==> src/lsu_pkg.sv <==
package lsu_pkg;

  // named widths used across the memory stage
  typedef logic [31:0] word_t;
  typedef logic [31:0] addr_t;
  typedef logic [3:0]  strb_t;     // one enable per byte lane
  typedef logic [4:0]  reg_idx_t;

  // memory operation carried by each request
  typedef enum logic [3:0] {
    op_none = 4'd0,  // pass-through of the alu result to rd
    op_lb   = 4'd1,
    op_lbu  = 4'd2,
    op_lh   = 4'd3,
    op_lhu  = 4'd4,
    op_lw   = 4'd5,
    op_sb   = 4'd6,
    op_sh   = 4'd7,
    op_sw   = 4'd8
  } mem_op_e;

  // 105-bit request from the execute stage
  typedef struct packed {
    mem_op_e  op;
    addr_t    addr;        // byte address
    word_t    wdata;       // sb and sh take only the low bits
    reg_idx_t rd;
    word_t    alu_result;  // returned for op_none
  } lsu_req_t;

  // 38-bit writeback response
  typedef struct packed {
    reg_idx_t rd;
    logic     rd_we;
    word_t    rd_data;
  } lsu_resp_t;

  // 68-bit command to the data memory
  typedef struct packed {
    addr_t addr;   // always word aligned
    strb_t wstrb;  // all zero for reads
    word_t wdata;  // already replicated into the strobed lanes
  } mem_cmd_t;

endpackage

==> src/lsu_accessor.sv <==
module lsu_accessor (
  input  logic               clk,
  input  logic               reset,
  input  lsu_pkg::lsu_req_t  head,
  input  logic               head_valid,
  input  logic               out_space,
  input  lsu_pkg::word_t     mem_rdata,
  output logic               pop,
  output lsu_pkg::mem_cmd_t  mem_cmd,
  output logic               res_valid,
  output lsu_pkg::lsu_resp_t res
);
  import lsu_pkg::*;

  logic        is_store;
  logic [1:0]  offset;      // byte offset inside the word
  logic [7:0]  byte_sel;
  logic [15:0] half_sel;
  word_t       rd_data_next;

  // take the head only if the response side can absorb it
  assign pop = head_valid & out_space;

  assign offset   = head.addr[1:0];
  assign is_store = head.op inside {op_sb, op_sh, op_sw};

  // memory command, straight from the head request
  always_comb begin
    mem_cmd.addr  = {head.addr[31:2], 2'b00};
    mem_cmd.wstrb = '0;
    mem_cmd.wdata = head.wdata;
    case (head.op)
      op_sw: begin
        mem_cmd.wstrb = 4'b1111;
      end
      op_sh: begin
        // lane pair picked by address bit 1
        mem_cmd.wstrb = head.addr[1] ? 4'b1100 : 4'b0011;
        mem_cmd.wdata = {2{head.wdata[15:0]}};
      end
      op_sb: begin
        mem_cmd.wstrb = strb_t'(4'b0001 << offset);
        mem_cmd.wdata = {4{head.wdata[7:0]}};
      end
      default: begin
        mem_cmd.wstrb = '0;  // loads and pass-through only read
      end
    endcase
    if (!pop)
      mem_cmd.wstrb = '0;  // no write unless the request leaves the buffer
  end

  // lane selection, misaligned low bits are ignored
  assign byte_sel = mem_rdata[8*offset +: 8];
  assign half_sel = head.addr[1] ? mem_rdata[31:16] : mem_rdata[15:0];

  always_comb begin
    case (head.op)
      op_lb:   rd_data_next = {{24{byte_sel[7]}}, byte_sel};
      op_lbu:  rd_data_next = {24'b0, byte_sel};
      op_lh:   rd_data_next = {{16{half_sel[15]}}, half_sel};
      op_lhu:  rd_data_next = {16'b0, half_sel};
      op_lw:   rd_data_next = mem_rdata;
      op_none: rd_data_next = head.alu_result;
      default: rd_data_next = '0;  // stores write no register
    endcase
  end

  always_ff @(posedge clk) begin
    if (reset)
      res_valid <= 1'b0;
    else
      res_valid <= pop;
  end

  // registered result, one cycle behind the pop
  always_ff @(posedge clk) begin
    if (pop) begin
      res.rd      <= head.rd;
      res.rd_we   <= !is_store;
      res.rd_data <= rd_data_next;
    end
  end

  // byte, halfword and word patterns only
  wstrb_legal: assert property (
    @(posedge clk) disable iff (reset)
    mem_cmd.wstrb inside {4'b0000, 4'b0001, 4'b0010, 4'b0100,
                          4'b1000, 4'b0011, 4'b1100, 4'b1111}
  ) else $error("illegal write strobe %b", mem_cmd.wstrb);

endmodule

==> config.mk <==
export PLATFORM = sky130hd
export DESIGN_NAME = lsu_accessor
export DESIGN_NICKNAME = d
export VERILOG_FILES = /design/src/lsu_pkg.sv /design/src/lsu_accessor.sv
export SDC_FILE = /design/constraint.sdc
export NUM_CORES = 1
export LEC_CHECK = 0
export ABC_AREA = 0
export BUFFER_PORTS_ARGS = -buffer_cell sky130_fd_sc_hd__buf_2
export CAP_MARGIN = 20
export CORE_ASPECT_RATIO = 0.75
export CORE_MARGIN = 10
export CORE_UTILIZATION = 36
export CTS_CLUSTER_DIAMETER = 30
export DETAILED_ROUTE_END_ITERATION = 12
export HOLD_SLACK_MARGIN = 0.05
export PLACE_DENSITY = 0.89
export SETUP_SLACK_MARGIN = 0.4
export SYNTH_ARGS = -nofsm -noshare
export SYNTH_HDL_FRONTEND = slang
export SYNTH_SLANG_ARGS = --single-unit
==> constraint.sdc <==
create_clock -name clk -period 1.55 [get_ports clk]
set_clock_uncertainty 0.1 [all_clocks]
set_input_delay 0.2325 -clock clk [delete_from_list [all_inputs] [get_ports clk]]
set_output_delay 0.2325 -clock clk [all_outputs]
set_load 0.01 [all_outputs]
==> impl_metrics.tcl <==
set metrics [dict create \
    nets 628 \
    syn_avg_cell_area_um2 10.9 \
    io_buffer_count 186 \
    arrival_ns 1.25 \
    io_pins 249 \
    numCtsBuffers 5 \
    num_vias 3798 \
    status "finished with violations" \
    grt_overflow_total 0 \
    final_antenna_net_count 0 \
    fin_crit_ns 1.58 \
    drive_gt1_share_pct 77.5 \
    cts_max_path_buffers 2 \
    track_usage_pct 22.6 \
    yosys_warnings 0 \
    gp_congestion 0.858 \
    cts_num_sinks 39 \
    drt_wl_total_um 17900 \
    grt_pass1_vias 3653 \
    worstSetupStartpointType "primary input" \
    fill_cells 543 \
    crit_required_ns 1.22 \
    ys_seq_area_share_pct 37.2 \
    cap_violations 0 \
    dr.pass1.iters 5 \
    fp.dieW_um 128 \
    setup_violations 10 \
    grt_antenna_before_repair 3 \
    htreeDepth 2 \
    power.leakage_nw 2.33 \
    mostFrequentLayoutCells "buf_2, buf_6, buf_4, edfxtp_1, mux2i_1" \
    area_growth_pct 75.5 \
    syn_inst 286 \
    drtIter0Drc 529 \
    crit_path_start "head[104]" \
    p_total_mw 3.75 \
    irDropWorstVdd_uv 740 \
    drc_errors 0 \
    grt_pass1_wl_um 22600 \
    place_hpwl_um 10300 \
    endpoint_kind "output pin" \
    clk_pin_slew_ns 0.06 \
    via_per_inst 6.36 \
    rsz0062_at_grt "true" \
    synth-main-ff-cell "edfxtp_1" \
    drv_slew 0 \
    final_common_cell "buf_2" \
    dieArea_mm2 0.0128 \
    finalWorstSetupSlack_ns -0.0281 \
    critical_path_class "primary input to output pin" \
    cts_tree "yes" \
    netlist_area_mm2 0.00312 \
    core.rowCount 29 \
    cts-root-buf "clkbuf_16" \
    cp_max_fo 8 \
    dp_slack_ns -0.261 \
    cellPowerDensity_mw_per_mm2 684 \
    core_mm2 0.00845 \
    ys_ff_latch 39 \
    hold_viol_final 0 \
    wl_per_cell_um 30.0 \
    fin_crit_sh_pct 102 \
    synth_enable_flop_cells 38 \
    synth_cell_types 36 \
    violations "negative setup slack" \
    min_from "head[31]" \
    hp-class "primary input to flip-flop" \
    start_util_pct 37.0 \
    clock.fmax_ghz 0.634 \
    grt_max_degree 33 \
    fp.dieH_um 101 \
    async_flop_share_pct 0 \
]
[power breakdown]
part / switching, mW / total, mW / internal (mW)
sequential: 0.0292 / 1.27 / 1.24
combinational: 0.732 / 1.42 / 0.691
clock: 0.457 / 1.05 / 0.597
[final cells by class]
type / instances / area, um2 / share of cell area (%)
clock buffer: 7 / 133 / 2.42
tap: 108 / 135 / 2.47
inverter: 1 / 7.51 / 0.137
sequential: 39 / 1160 / 21.2
antenna: 1 / 2.50 / 0.0457
clock inverter: 1 / 5.00 / 0.0913
timing repair buffer: 256 / 1990 / 36.4
multi-input combinational: 184 / 2040 / 37.3
[flip-flops by register name, summed over array words and instances, names as in the netlist]
name       count
res_valid      1
res           38
[worst paths after layout]
path | endpoint | slack [ns] | cells past startpoint
hold / removal | res[31]$_DFFE_PP_ | 0.20 | 3
setup / recovery | mem_cmd[9] | -0.03 | 6
[stage by stage]
| stage | instance area, um2 | utilization [%] | setup TNS [ns] | cells | hold slack (ns) |
|---|---|---|---|---|---|
| 2_1_floorplan | 3390 | - | 0 | 287 | 0.205 |
| 3_3_place_gp | 4190 | 49.5 | -3.51 | 547 | 0.293 |
| 3_5_place_dp | 4190 | 49.5 | -5.43 | 547 | 0.296 |
| 4_1_cts | 4970 | 58.8 | -0.00340 | 583 | 0.204 |
| 5_1_grt | 5480 | 64.8 | -0.517 | 597 | 0.202 |
| 6_report | 5480 | 64.8 | -0.166 | 597 | 0.195 |
[what timing repair did]
action                     4_1_cts  5_1_grt
resized for setup               73       79
hold buffers                     6        0
pin swaps                       17       30
gates cloned                     4        4
hold endpoints to repair         6        0
setup buffers                   18        9
setup endpoints to repair       67       83
[cell families after synthesis]
| family | count (synthesis) | share of synthesized area (%) |
|---|---|---|
| AO/OA/AOI/OAI | 77 | 20.2 |
| XOR/XNOR | 1 | 0.280 |
| buffers and inverters | 66 | 14.6 |
| flip-flops | 39 | 37.2 |
| multiplexers | 41 | 16.8 |
| other | 1 | 0.120 |
| AND/OR/NAND/NOR | 61 | 10.8 |
[worst max-delay path: stages]
cell	delay, ns
buf_8	0.10
nand3b_4	0.19
nor2_4	0.12
buf_12	0.15
mux2_4	0.31
buf_6	0.13
[cell usage after synthesis (2+ instances only)]
library cell  instances  share of area (%)
mux2i_1              24                7.7
mux4_2                8                5.8
a22oi_1              32                7.7
buf_4                42                 10
o221ai_1              5                1.4
nand3_1               9                1.4
nand2_1              33                4.0
o221ai_2             11                5.3
mux2_2                8                2.9
nor2_1                4               0.48
o21ai_0               8                1.3
clkbuf_1              2               0.24
buf_6                 4                1.4
nand3b_1              3               0.72
buf_2                16                2.6
a21oi_1               4               0.64
and2_1                2               0.40
edfxtp_1             38                 37
o22ai_1              16                3.2
[routing by layer]
layer / GRT usage [%] / part of all wire, % / vias up
met5: 0 / 0.039 / -
met4: 12.1 / 7.2 / 2
met1: 24.9 / 34 / 1789
met3: 9.57 / 14 / 137
met2: 36.7 / 44 / 383
li1: - / - / 1487
Power figures use the tool's default switching activity.
