===== config.mk =====
export PLATFORM = sky130hd
export DESIGN_NAME = lsu_resp_buffer
export DESIGN_NICKNAME = d
export VERILOG_FILES = /design/src/lsu_pkg.sv /design/src/lsu_flow_pkg.sv /design/src/lsu_resp_buffer.sv
export SDC_FILE = /design/constraint.sdc
export NUM_CORES = 1
export LEC_CHECK = 0
export BUFFER_PORTS_ARGS = -buffer_cell sky130_fd_sc_hd__buf_2
export CORE_ASPECT_RATIO = 1.5
export CORE_MARGIN = 2
export CORE_UTILIZATION = 61
export CTS_BUF_LIST = sky130_fd_sc_hd__clkbuf_16
export DETAILED_ROUTE_END_ITERATION = 10
export MAX_ROUTING_LAYER = met4
export PLACE_DENSITY = 0.81
export SLEW_MARGIN = 10
export SYNTH_ARGS = -nofsm -noshare
export SYNTH_HDL_FRONTEND = slang
export SYNTH_SLANG_ARGS = --single-unit
export TNS_END_PERCENT = 10

===== constraint.sdc =====
create_clock -name clk -period 5.75 [get_ports clk]
set_input_delay 0.575 -clock clk [delete_from_list [all_inputs] [get_ports clk]]
set_output_delay 0.575 -clock clk [all_outputs]
set_load 0.005 [all_outputs]

===== src/lsu_pkg.sv =====
package lsu_pkg;

  // named widths used across the memory stage
  typedef logic [31:0] word_t;
  typedef logic [31:0] addr_t;
  typedef logic [3:0]  strb_t;     // one enable per byte lane
  typedef logic [4:0]  reg_idx_t;

  // memory operation carried by each request
  typedef enum logic [3:0] {
    op_none = 4'd0,  // pass-through of the alu result to rd
    op_lb   = 4'd1,
    op_lbu  = 4'd2,
    op_lh   = 4'd3,
    op_lhu  = 4'd4,
    op_lw   = 4'd5,
    op_sb   = 4'd6,
    op_sh   = 4'd7,
    op_sw   = 4'd8
  } mem_op_e;

  // 105-bit request from the execute stage
  typedef struct packed {
    mem_op_e  op;
    addr_t    addr;        // byte address
    word_t    wdata;       // sb and sh take only the low bits
    reg_idx_t rd;
    word_t    alu_result;  // returned for op_none
  } lsu_req_t;

  // 38-bit writeback response
  typedef struct packed {
    reg_idx_t rd;
    logic     rd_we;
    word_t    rd_data;
  } lsu_resp_t;

  // 68-bit command to the data memory
  typedef struct packed {
    addr_t addr;   // always word aligned
    strb_t wstrb;  // all zero for reads
    word_t wdata;  // already replicated into the strobed lanes
  } mem_cmd_t;

endpackage


===== src/lsu_flow_pkg.sv =====
package lsu_flow_pkg;

  // credit counters and fifo occupancy share this width
  typedef logic [3:0] credit_t;

  // largest count a credit_t holds
  // buffer depths and credit grants must stay at or below it
  localparam int unsigned max_credits = 15;

endpackage


===== src/lsu_resp_buffer.sv =====
module lsu_resp_buffer #(
  parameter int unsigned DEPTH   = 4,
  parameter int unsigned CREDITS = 2
) (
  input  logic               clk,
  input  logic               reset,
  input  logic               res_valid,
  input  lsu_pkg::lsu_resp_t res,
  input  logic               resp_credit,
  output logic               out_space,
  output logic               resp_valid,
  output lsu_pkg::lsu_resp_t resp
);
  import lsu_pkg::*;
  import lsu_flow_pkg::*;

  localparam int unsigned PTR_W = (DEPTH > 1) ? $clog2(DEPTH) : 1;

  typedef logic [PTR_W-1:0] ptr_t;

  lsu_resp_t entries [DEPTH];
  ptr_t      wr_ptr;
  ptr_t      rd_ptr;
  credit_t   count;
  credit_t   credits;  // responses writeback can still take
  logic      send;

  function automatic ptr_t next_ptr(ptr_t p);
    return (p == ptr_t'(DEPTH - 1)) ? ptr_t'(0) : ptr_t'(p + 1'b1);
  endfunction

  // two free slots needed, one for the accessor register
  if (DEPTH < 2 || DEPTH > max_credits || CREDITS > max_credits) begin : g_param_check
    $error("response buffer depth %0d or credits %0d out of range", DEPTH, CREDITS);
  end

  assign send       = (count != '0) && (credits != '0);
  assign resp_valid = send;
  assign resp       = entries[rd_ptr];
  assign out_space  = (int'(count) + 2) <= DEPTH;

  always_ff @(posedge clk) begin
    if (reset) begin
      wr_ptr  <= '0;
      rd_ptr  <= '0;
      count   <= '0;
      credits <= credit_t'(CREDITS);
    end else begin
      if (res_valid)
        wr_ptr <= next_ptr(wr_ptr);
      if (send)
        rd_ptr <= next_ptr(rd_ptr);
      case ({res_valid, send})
        2'b10:   count <= count + 1'b1;
        2'b01:   count <= count - 1'b1;
        default: count <= count;
      endcase
      case ({resp_credit, send})
        2'b10:   credits <= credits + 1'b1;
        2'b01:   credits <= credits - 1'b1;
        default: credits <= credits;  // spend and return cancel out
      endcase
    end
  end

  always_ff @(posedge clk) begin
    if (res_valid)
      entries[wr_ptr] <= res;
  end

  // writeback never returns more than it granted
  credit_bound: assert property (
    @(posedge clk) disable iff (reset)
    credits <= CREDITS
  ) else $error("response credits above grant: %0d", credits);

  // out_space must have held back the accessor in time
  resp_no_overflow: assert property (
    @(posedge clk) disable iff (reset)
    res_valid |-> (count < DEPTH)
  ) else $error("response written into a full buffer");

endmodule


==> key figures <==
Outcome
  • Status: finished clean

Timing
  • Worst slew margin: a little under a third
  • Worst-Margin Slew: 1040 ps
  • Final Hold Vio Count: 0
  • Fin Setup TNS: 0 ps
  • Setup Viol. Count Final: 0
  • Final Max Tran Viols: 0
  • RSZ-0062 raised after global routing: false
  • Final hold slack: ~370 ps
  • Skew final: 7.06 ps
  • Fmax: 335 MHz
  • Period minus WS final: 2990 ps
  • Final worst slack: 2760 ps
  • Final period util: 51.9%

Pwr
  • Power Density: about 450 nW/µm²
  • Total power: ~3.3 mW
  • Worst VDD drop: 0.000401 V
  • Pleak: around 2.6 nW

Global routing
  • Largest net degree at the start of global routing: 39
  • Overall Global Routing Usage: between 20% and 30%
  • First-pass GRT wire length: between 15 and 20 mm
  • Number of global-route vias before repair: 3275
  • Initial antenna violation count: 1
  • Grt total ovfl: 0

Drt
  • DR vias: slightly above 3000
  • Initial drt markers: between 150 and 200
  • Drt wl/cell: around 21 µm
  • Post-DRT Antenna Nets: 0
  • # DRC: 0
  • Routed vias/inst: 5.91
  • Router iterations before antenna repair: 4
  • DRT Wirelength: about 11 mm

Clock network
  • Num Clock Sinks: 166
  • Worst skew pair latency: 420 ps
  • # resized after CTS: 0
  • CTS root buf: clkbuf_16
  • Cts hold-fix bufs: 0
  • Clock buffer depth: 2
  • CTS tree: done
  • H-tree levels: 4
  • Post-CTS setup repair buffer count: 0
  • Clock Pin Slew Worst Setup and Hold Paths: roughly 60 ps
  • Num CTS Buffers: 17

Synthesis
  • Main flop type after synthesis: edfxtp_1
  • Synthesized instance count: 292
  • Mapped Nets: between 300 and 400
  • Area leader, netlist: edfxtp_1
  • Synth top area share: 72.2%
  • Fraction of registers with async set/reset: 0%
  • Library cells used by synthesis: 30
  • Synth Cell Area: about 6300 µm²
  • Yosys reg bits: ~170
  • Seq/Total Area, Yosys: about three quarters
  • Count leader, synth: edfxtp_1
  • Post-synth EDFFs: around 150
  • Syn Area/Cell: 21.6 µm²
  • Top post-synthesis cells by count: edfxtp_1 (152), mux4_2 (38), dfxtp_1 (14), ha_1 (12), nor2_1 (12)
  • Top cells by area, synth: edfxtp_1 (72%), mux4_2 (14%), dfxtp_1 (4.4%), ha_1 (2.4%), xor2_1 (0.83%)
  • Yosys warns: 0

Place
  • Buffers added on ports: 81
  • Dpl cells: 481
  • DP HPWL: 6.27 mm
  • Placer Congestion: ~0.7
  • Post-Place Worst Slack: about 3100 ps

Worst setup path
  • Crit path max fanout: 23
  • Crit. End Element: output pin
  • Crit path launch type: flop
  • CP required: between 5000 and 6000 ps
  • WS Path Type: reg2out
  • Worst EP arrival: 2410 ps

Die
  • Die ar.: ~11000 µm²
  • Core Rows: 45
  • Die width: 87.1 µm
  • Ports: slightly above 80
  • Placeable Area: approximately 10000 µm²
  • Initial Util: just over 60%
  • Die Y: roughly 130 µm

Cells and area
  • Layout cells sized above 1: 39.6%
  • Syn-to-layout area delta: 17.7%
  • Non-Filler Instances: between 500 and 600
  • NumNets Final: roughly 440

Run
  • Max cap viols: 0

Hold path
  • Hold crit path type: in2reg
report_power, final:
group / switching (mW) / total (mW) / internal, mW
clock: 0.442 / 1.16 / 0.721
combinational: 0.281 / 0.650 / 0.369
sequential: 0.113 / 1.51 / 1.40
cell families (layout without fill, tap and decap cells):
| group | Yosys count | count (layout) | share of synthesized area, % |
|---|---|---|---|
| flops | 166 | 166 | 76.7 |
| mux | 43 | 43 | 14.4 |
| simple gates | 33 | 33 | 2.67 |
| compound gates | 18 | 18 | 1.70 |
| buf+inv | 14 | 118 | 1.33 |
| fa+ha+maj | 12 | 12 | 2.38 |
| xor+xnor | 6 | 6 | 0.832 |
| other cells | 0 | 2 | 0 |
layout by cell type, fill, tap and decap left out, drive strengths merged, types with 4 or more instances in the layout:
cell type  instances
edfxtp           152
buf               82
mux4              38
clkbuf            17
dfxtp             14
nor2              12
ha                12
a21oi              7
xor2               6
inv                6
clkinv             6
o21ai              5
and2               4
bufinv             4
sequential cells by signal, summed over array words and instances, names as in the netlist, named ones only:
| name | count |
|---|---|
| entries | 152 |
| count | 4 |
| credits | 4 |
| rd_ptr | 2 |
| wr_ptr | 2 |
metal layers:
layer  wire [µm]  vias up  GRT usage (%)
met4         198        0           9.05
met1        4160     1552           25.0
li1            -     1375              -
met3         721       16           7.38
met2        5800      102           35.0
met5           0        -              -
critical path, cell delays in order (launching register included):
cell	delay [ps]
dfxtp_2	700
buf_4	530
mux4_2	600
buf_2	150
final cells by class:
type | count | area [µm²]
Timing Repair Buffer | 82 | 413
Inverter | 4 | 15.0
Fill cell | 594 | 2700
Clock inverter | 15 | 190
Antenna cell | 2 | 5.00
Multi-Input combinational cell | 112 | 1400
Clock buffer | 17 | 425
Tap cell | 117 | 146
Sequential cell | 166 | 4850
path summary, 6_finish.rpt:
| check | slack, ps | from | endpoint | cells after the start |
|---|---|---|---|---|
| setup / recovery | 2760 | flop | resp[27] | 3 |
| hold / removal | 370 | res[27] | entries[3][27] | 1 |
| setup reg to reg | 3130 | credits[1] | credits[2] | 9 |
| hold reg to reg | 550 | credits[2] | credits[2] | 2 |
metrics by stage:
stage                     util (%)  instance area (µm²)
after detailed placement      67.3                 6820
after CTS                     73.3                 7430
final                         73.4                 7440
after global routing          73.4                 7440
after global placement        67.3                 6820
after floorplan                  -                 6320
(Power assumes the default switching activity.)
