**config.mk**
```make
export PLATFORM = sky130hd
export DESIGN_NAME = lsu_req_buffer
export DESIGN_NICKNAME = d
export VERILOG_FILES = /design/src/lsu_pkg.sv /design/src/lsu_flow_pkg.sv /design/src/lsu_req_buffer.sv
export SDC_FILE = /design/constraint.sdc
export NUM_CORES = 1
export LEC_CHECK = 0
export ABC_AREA = 1
export BUFFER_PORTS_ARGS = -buffer_cell sky130_fd_sc_hd__buf_4
export CAP_MARGIN = 20
export CELL_PAD_IN_SITES_DETAIL_PLACEMENT = 1
export CELL_PAD_IN_SITES_GLOBAL_PLACEMENT = 1
export CORE_UTILIZATION = 50
export CTS_CLUSTER_SIZE = 12
export DETAILED_ROUTE_END_ITERATION = 12
export HOLD_SLACK_MARGIN = 0.03
export MAX_ROUTING_LAYER = met4
export PLACE_DENSITY_LB_ADDON = 0.12
export SLEW_MARGIN = 20
export SYNTH_ARGS = -nofsm -noshare
export SYNTH_HDL_FRONTEND = slang
export SYNTH_SLANG_ARGS = --single-unit
export TNS_END_PERCENT = 30
```
**constraint.sdc**
```tcl
create_clock -name clk -period 6 [get_ports clk]
set_clock_uncertainty 0.2 [all_clocks]
set_input_delay 1.8 -clock clk [delete_from_list [all_inputs] [get_ports clk]]
set_output_delay 1.8 -clock clk [all_outputs]
set_load 0.02 [all_outputs]
```
**src/lsu_pkg.sv**
```systemverilog
package lsu_pkg;

  // named widths used across the memory stage
  typedef logic [31:0] word_t;
  typedef logic [31:0] addr_t;
  typedef logic [3:0]  strb_t;     // one enable per byte lane
  typedef logic [4:0]  reg_idx_t;

  // memory operation carried by each request
  typedef enum logic [3:0] {
    op_none = 4'd0,  // pass-through of the alu result to rd
    op_lb   = 4'd1,
    op_lbu  = 4'd2,
    op_lh   = 4'd3,
    op_lhu  = 4'd4,
    op_lw   = 4'd5,
    op_sb   = 4'd6,
    op_sh   = 4'd7,
    op_sw   = 4'd8
  } mem_op_e;

  // 105-bit request from the execute stage
  typedef struct packed {
    mem_op_e  op;
    addr_t    addr;        // byte address
    word_t    wdata;       // sb and sh take only the low bits
    reg_idx_t rd;
    word_t    alu_result;  // returned for op_none
  } lsu_req_t;

  // 38-bit writeback response
  typedef struct packed {
    reg_idx_t rd;
    logic     rd_we;
    word_t    rd_data;
  } lsu_resp_t;

  // 68-bit command to the data memory
  typedef struct packed {
    addr_t addr;   // always word aligned
    strb_t wstrb;  // all zero for reads
    word_t wdata;  // already replicated into the strobed lanes
  } mem_cmd_t;

endpackage

```
**src/lsu_flow_pkg.sv**
```systemverilog
package lsu_flow_pkg;

  // credit counters and fifo occupancy share this width
  typedef logic [3:0] credit_t;

  // largest count a credit_t holds
  // buffer depths and credit grants must stay at or below it
  localparam int unsigned max_credits = 15;

endpackage

```
**src/lsu_req_buffer.sv**
```systemverilog
module lsu_req_buffer #(
  parameter int unsigned DEPTH = 4
) (
  input  logic              clk,
  input  logic              reset,
  input  logic              req_valid,
  input  lsu_pkg::lsu_req_t req,
  input  logic              pop,
  output lsu_pkg::lsu_req_t head,
  output logic              head_valid,
  output logic              req_credit
);
  import lsu_pkg::*;
  import lsu_flow_pkg::*;

  localparam int unsigned PTR_W = (DEPTH > 1) ? $clog2(DEPTH) : 1;

  typedef logic [PTR_W-1:0] ptr_t;

  lsu_req_t entries [DEPTH];
  ptr_t     wr_ptr;
  ptr_t     rd_ptr;
  credit_t  count;   // entries held

  // circular pointer step, depth need not be a power of two
  function automatic ptr_t next_ptr(ptr_t p);
    return (p == ptr_t'(DEPTH - 1)) ? ptr_t'(0) : ptr_t'(p + 1'b1);
  endfunction

  if (DEPTH < 1 || DEPTH > max_credits) begin : g_depth_check
    $error("request buffer depth %0d out of range", DEPTH);
  end

  always_ff @(posedge clk) begin
    if (reset) begin
      wr_ptr     <= '0;
      rd_ptr     <= '0;
      count      <= '0;
      req_credit <= 1'b0;
    end else begin
      if (req_valid)
        wr_ptr <= next_ptr(wr_ptr);
      if (pop)
        rd_ptr <= next_ptr(rd_ptr);
      case ({req_valid, pop})
        2'b10:   count <= count + 1'b1;
        2'b01:   count <= count - 1'b1;
        default: count <= count;  // idle, or write and pop together
      endcase
      req_credit <= pop;  // entry freed, hand its credit back
    end
  end

  // payload storage
  always_ff @(posedge clk) begin
    if (req_valid)
      entries[wr_ptr] <= req;
  end

  assign head       = entries[rd_ptr];
  assign head_valid = (count != '0);

  // sender spends a credit per request, so a full buffer never sees one
  req_no_overflow: assert property (
    @(posedge clk) disable iff (reset)
    req_valid |-> (count < DEPTH)
  ) else $error("request written into a full buffer");

  // accessor pops only what is there
  req_no_underflow: assert property (
    @(posedge clk) disable iff (reset)
    pop |-> head_valid
  ) else $error("pop from an empty request buffer");

endmodule

```
==> results.sh <==
export IMPL_status="completed"
export IMPL_cts_made_buffers=45
export IMPL_synth_nets=1210
export IMPL_cts_hold_buf=0
export IMPL_antenna_cells=0
export IMPL_crit_type="reg -> out"
export IMPL_worst_slew_pin_slew_ps=980.5
export IMPL_slowest_stage="inv_6"
export IMPL_worstHoldStart="count[0]$_SDFFE_PP0P_"
export IMPL_clkTransAtPathRegs_ps=60
export IMPL_synth_seq_area_share_pct=79.20
export IMPL_cts_setup_buffers=0
export IMPL_io_pins=216
export IMPL_core_rowCount=65
export IMPL_start_util_pct=51.08
export IMPL_cts_buffer_depth=3
export IMPL_place_gp_congestion=0.7123
export IMPL_syn_mean_instance_area_um2=14.82
export IMPL_die_area_um2=33130
export IMPL_fmax_ghz=0.2175
export IMPL_hold_viol_final=0
export IMPL_fin_setup_tns_ps=0
export IMPL_synth_edf_count=420
export IMPL_clock_sinks=431
export IMPL_hpwl_mm=21.64
export IMPL_cp_cell_sequence="inv_6 -> buf_12 -> o21ai_1 -> o22ai_1 -> buf_4"
export IMPL_yosysUniqueCellTypes=23
export IMPL_cp_end_kind="output port"
export IMPL_final_nets=1417
export IMPL_yosys_area_top_type="edfxtp_1"
export IMPL_r2r_start="wr_ptr[0]$_SDFFE_PP0P_"
export IMPL_drc_errors=0
export IMPL_ys_async_sr_fraction_pct=0
export IMPL_drv_cap=0
export IMPL_grt_max_degree=211
export IMPL_slew_violations=0
export IMPL_synthDominantCellAreaShare_pct=77.84
export IMPL_drive_above_1_share_pct=21.34
export IMPL_grt_total_usage_pct=23.94
export IMPL_rr_endpoint="entries[2][40]$_DFFE_PP_"
export IMPL_dr_first_iter_drc_count=637
export IMPL_ys_warn_count=0
export IMPL_dr_pass1_iters=4
export IMPL_synth_common_cells="edfxtp_1, nor2_1, o21ai_0, o22ai_1, o21ai_1"
export IMPL_core_region_area_um2=31720
export IMPL_area_growth_pct=18.80
export IMPL_max_slew_margin_rel_pct=34.63
export IMPL_synth_ff_type="edfxtp_1"
export IMPL_wl_per_cell_um=22.07
export IMPL_crit_path_start_kind="flop"
export IMPL_area_sequential_um2=12840
export IMPL_hold_depth=2
export IMPL_cts_resized=0
export IMPL_path_buf_inv=3
export IMPL_ys_top_cells_by_area="edfxtp_1, nor2_1, o22ai_1"
export IMPL_synth_most_common_cell="edfxtp_1"
export IMPL_cp_arrival_ps=2600
export IMPL_die_h_um=182.0
export IMPL_grt_first_pass_wirelength_mm=58.59
export IMPL_grt_overflow=0
export IMPL_cp_required_ps=4000
export IMPL_slowest_delay_ps=640
export IMPL_portBuffers=215
export IMPL_multiInputGateArea_um2=2783
export IMPL_vias=9792
export IMPL_antenna_found_initial=0
export IMPL_drtAntennaViolNets=0
export IMPL_rsz0062_at_grt="no"
export IMPL_worst_ir_drop_vdd_uv=207.0
export IMPL_powerDensity_nw_per_um2=349.9
export IMPL_fillers=3036
export IMPL_htreeDepth=2
export IMPL_hold_class="reg -> reg"
export IMPL_synth_cell_area_um2=16200
export IMPL_p_leak_nw=6.739
export IMPL_ff2ff_path_depth=5
export IMPL_crit_fanout=121
export IMPL_postLayoutCoreUtil_pct=60.69
export IMPL_yosys_register_bits=431
export IMPL_grt_pass1_vias=10460
export IMPL_root_buffer="clkbuf_16"
export IMPL_die_x_um=182.0
export IMPL_clk_latency_ps=530
export IMPL_r2r_setup_slack_ps=3540
export IMPL_viasPerCell=5.650
export IMPL_whs_endpoint="count[0]$_SDFFE_PP0P_"
export IMPL_min_period_ps=4597
export IMPL_setup_violations=0
export IMPL_period_share_pct=76.62
export IMPL_critPathTopFamily="buffers and inverters"
export IMPL_syn_inst=1093
export IMPL_cts_tree="done"
export IMPL_wl_mm=38.24
[stage by stage]
step	hold WS [ps]	total power [mW]	cells	worst slack [ps]	cell area (um^2)
2_1_floorplan	269.6	3.999	1093	1478	16200
3_3_place_gp	298.9	4.332	1655	2012	17980
3_5_place_dp	316.7	4.363	1655	1953	17980
4_1_cts	329.2	6.797	1733	1375	19250
5_1_grt	366.6	6.971	1733	1292	19250
6_report	330.5	6.736	1733	1403	19250
[worst reg2reg max path, cell delays in order (launching register included)]
cell and delay (ps):
dfxtp_1 350, inv_1 90, ha_1 140, nand2_1 80, inv_4 690, buf_4 540
[per-layer routing]
| metal | GRT usage [%] | vias up | routed length, um |
|---|---|---|---|
| met1 | 29.76 | 4968 | 16110 |
| met3 | 4.854 | 48 | 2161 |
| met5 | - | - | 0 |
| met4 | 5.479 | 0 | 620 |
| li1 | - | 4534 | - |
| met2 | 40.54 | 242 | 19350 |
[flip-flops by register name, summed over array words and instances (netlist names), named ones only]
name / cells
entries: 420
count: 4
rd_ptr: 2
wr_ptr: 2
req_credit: 1
[kinds of logic after synthesis]
logic type | synth area share, %
xor gates and xnor gates | 0.1081
and+or+nand+nor | 5.475
adders and majority gates | 0.6178
DFF | 79.20
buffers and inverters | 3.622
AOI/OAI and AO/OA | 10.97
[area by class of cell]
cell class | instances | area share, %
tap | 402 | 2.613
inverter | 21 | 0.4940
clock inverter | 13 | 0.2860
timing repair buffer | 228 | 9.152
multi-input combinational | 573 | 14.46
clock buffer | 65 | 6.292
sequential | 431 | 66.71
[placed cells by master, fill, tap and decap left out]
cell,Yosys,routed
dfxtp_4,0,2
clkbuf_1,14,19
dfxtp_1,11,9
o21ai_1,104,104
o22ai_1,105,105
inv_6,1,1
clkbuf_8,1,1
inv_4,0,4
a21oi_1,8,8
nand4_1,1,1
nor3_1,2,2
clkinv_1,0,11
edfxtp_1,420,420
clkbuf_16,0,45
buf_4,9,224
o21ai_0,112,112
nand3_1,3,3
nand2_1,11,11
nor2_1,217,217
clkinv_4,0,1
ha_1,8,8
inv_1,19,15
buf_12,0,4
xnor2_1,2,2
clkinv_2,0,2
[power breakdown]
part	leakage [nW]	internal, mW	switching (mW)	total (mW)
registers	3.95	3.44	0.0454	3.49
logic	2.18	0.287	0.521	0.808
clock network	0.609	1.39	1.05	2.44
[worst max-delay path by stage]
stage / from / end / slack (ps) / depth (start not counted)
2_1_floorplan: req_valid / entries[3][0]$_DFFE_PP_ / 1480 / 2
3_3_place_gp: flop / head[82] / 2010 / 5
3_5_place_dp: flop / head[82] / 1950 / 5
4_1_cts: flop / head[22] / 1370 / 5
5_1_grt: flop / head[22] / 1290 / 5
6_report: flop / head[48] / 1400 / 5
Power figures use the tool's default switching activity.
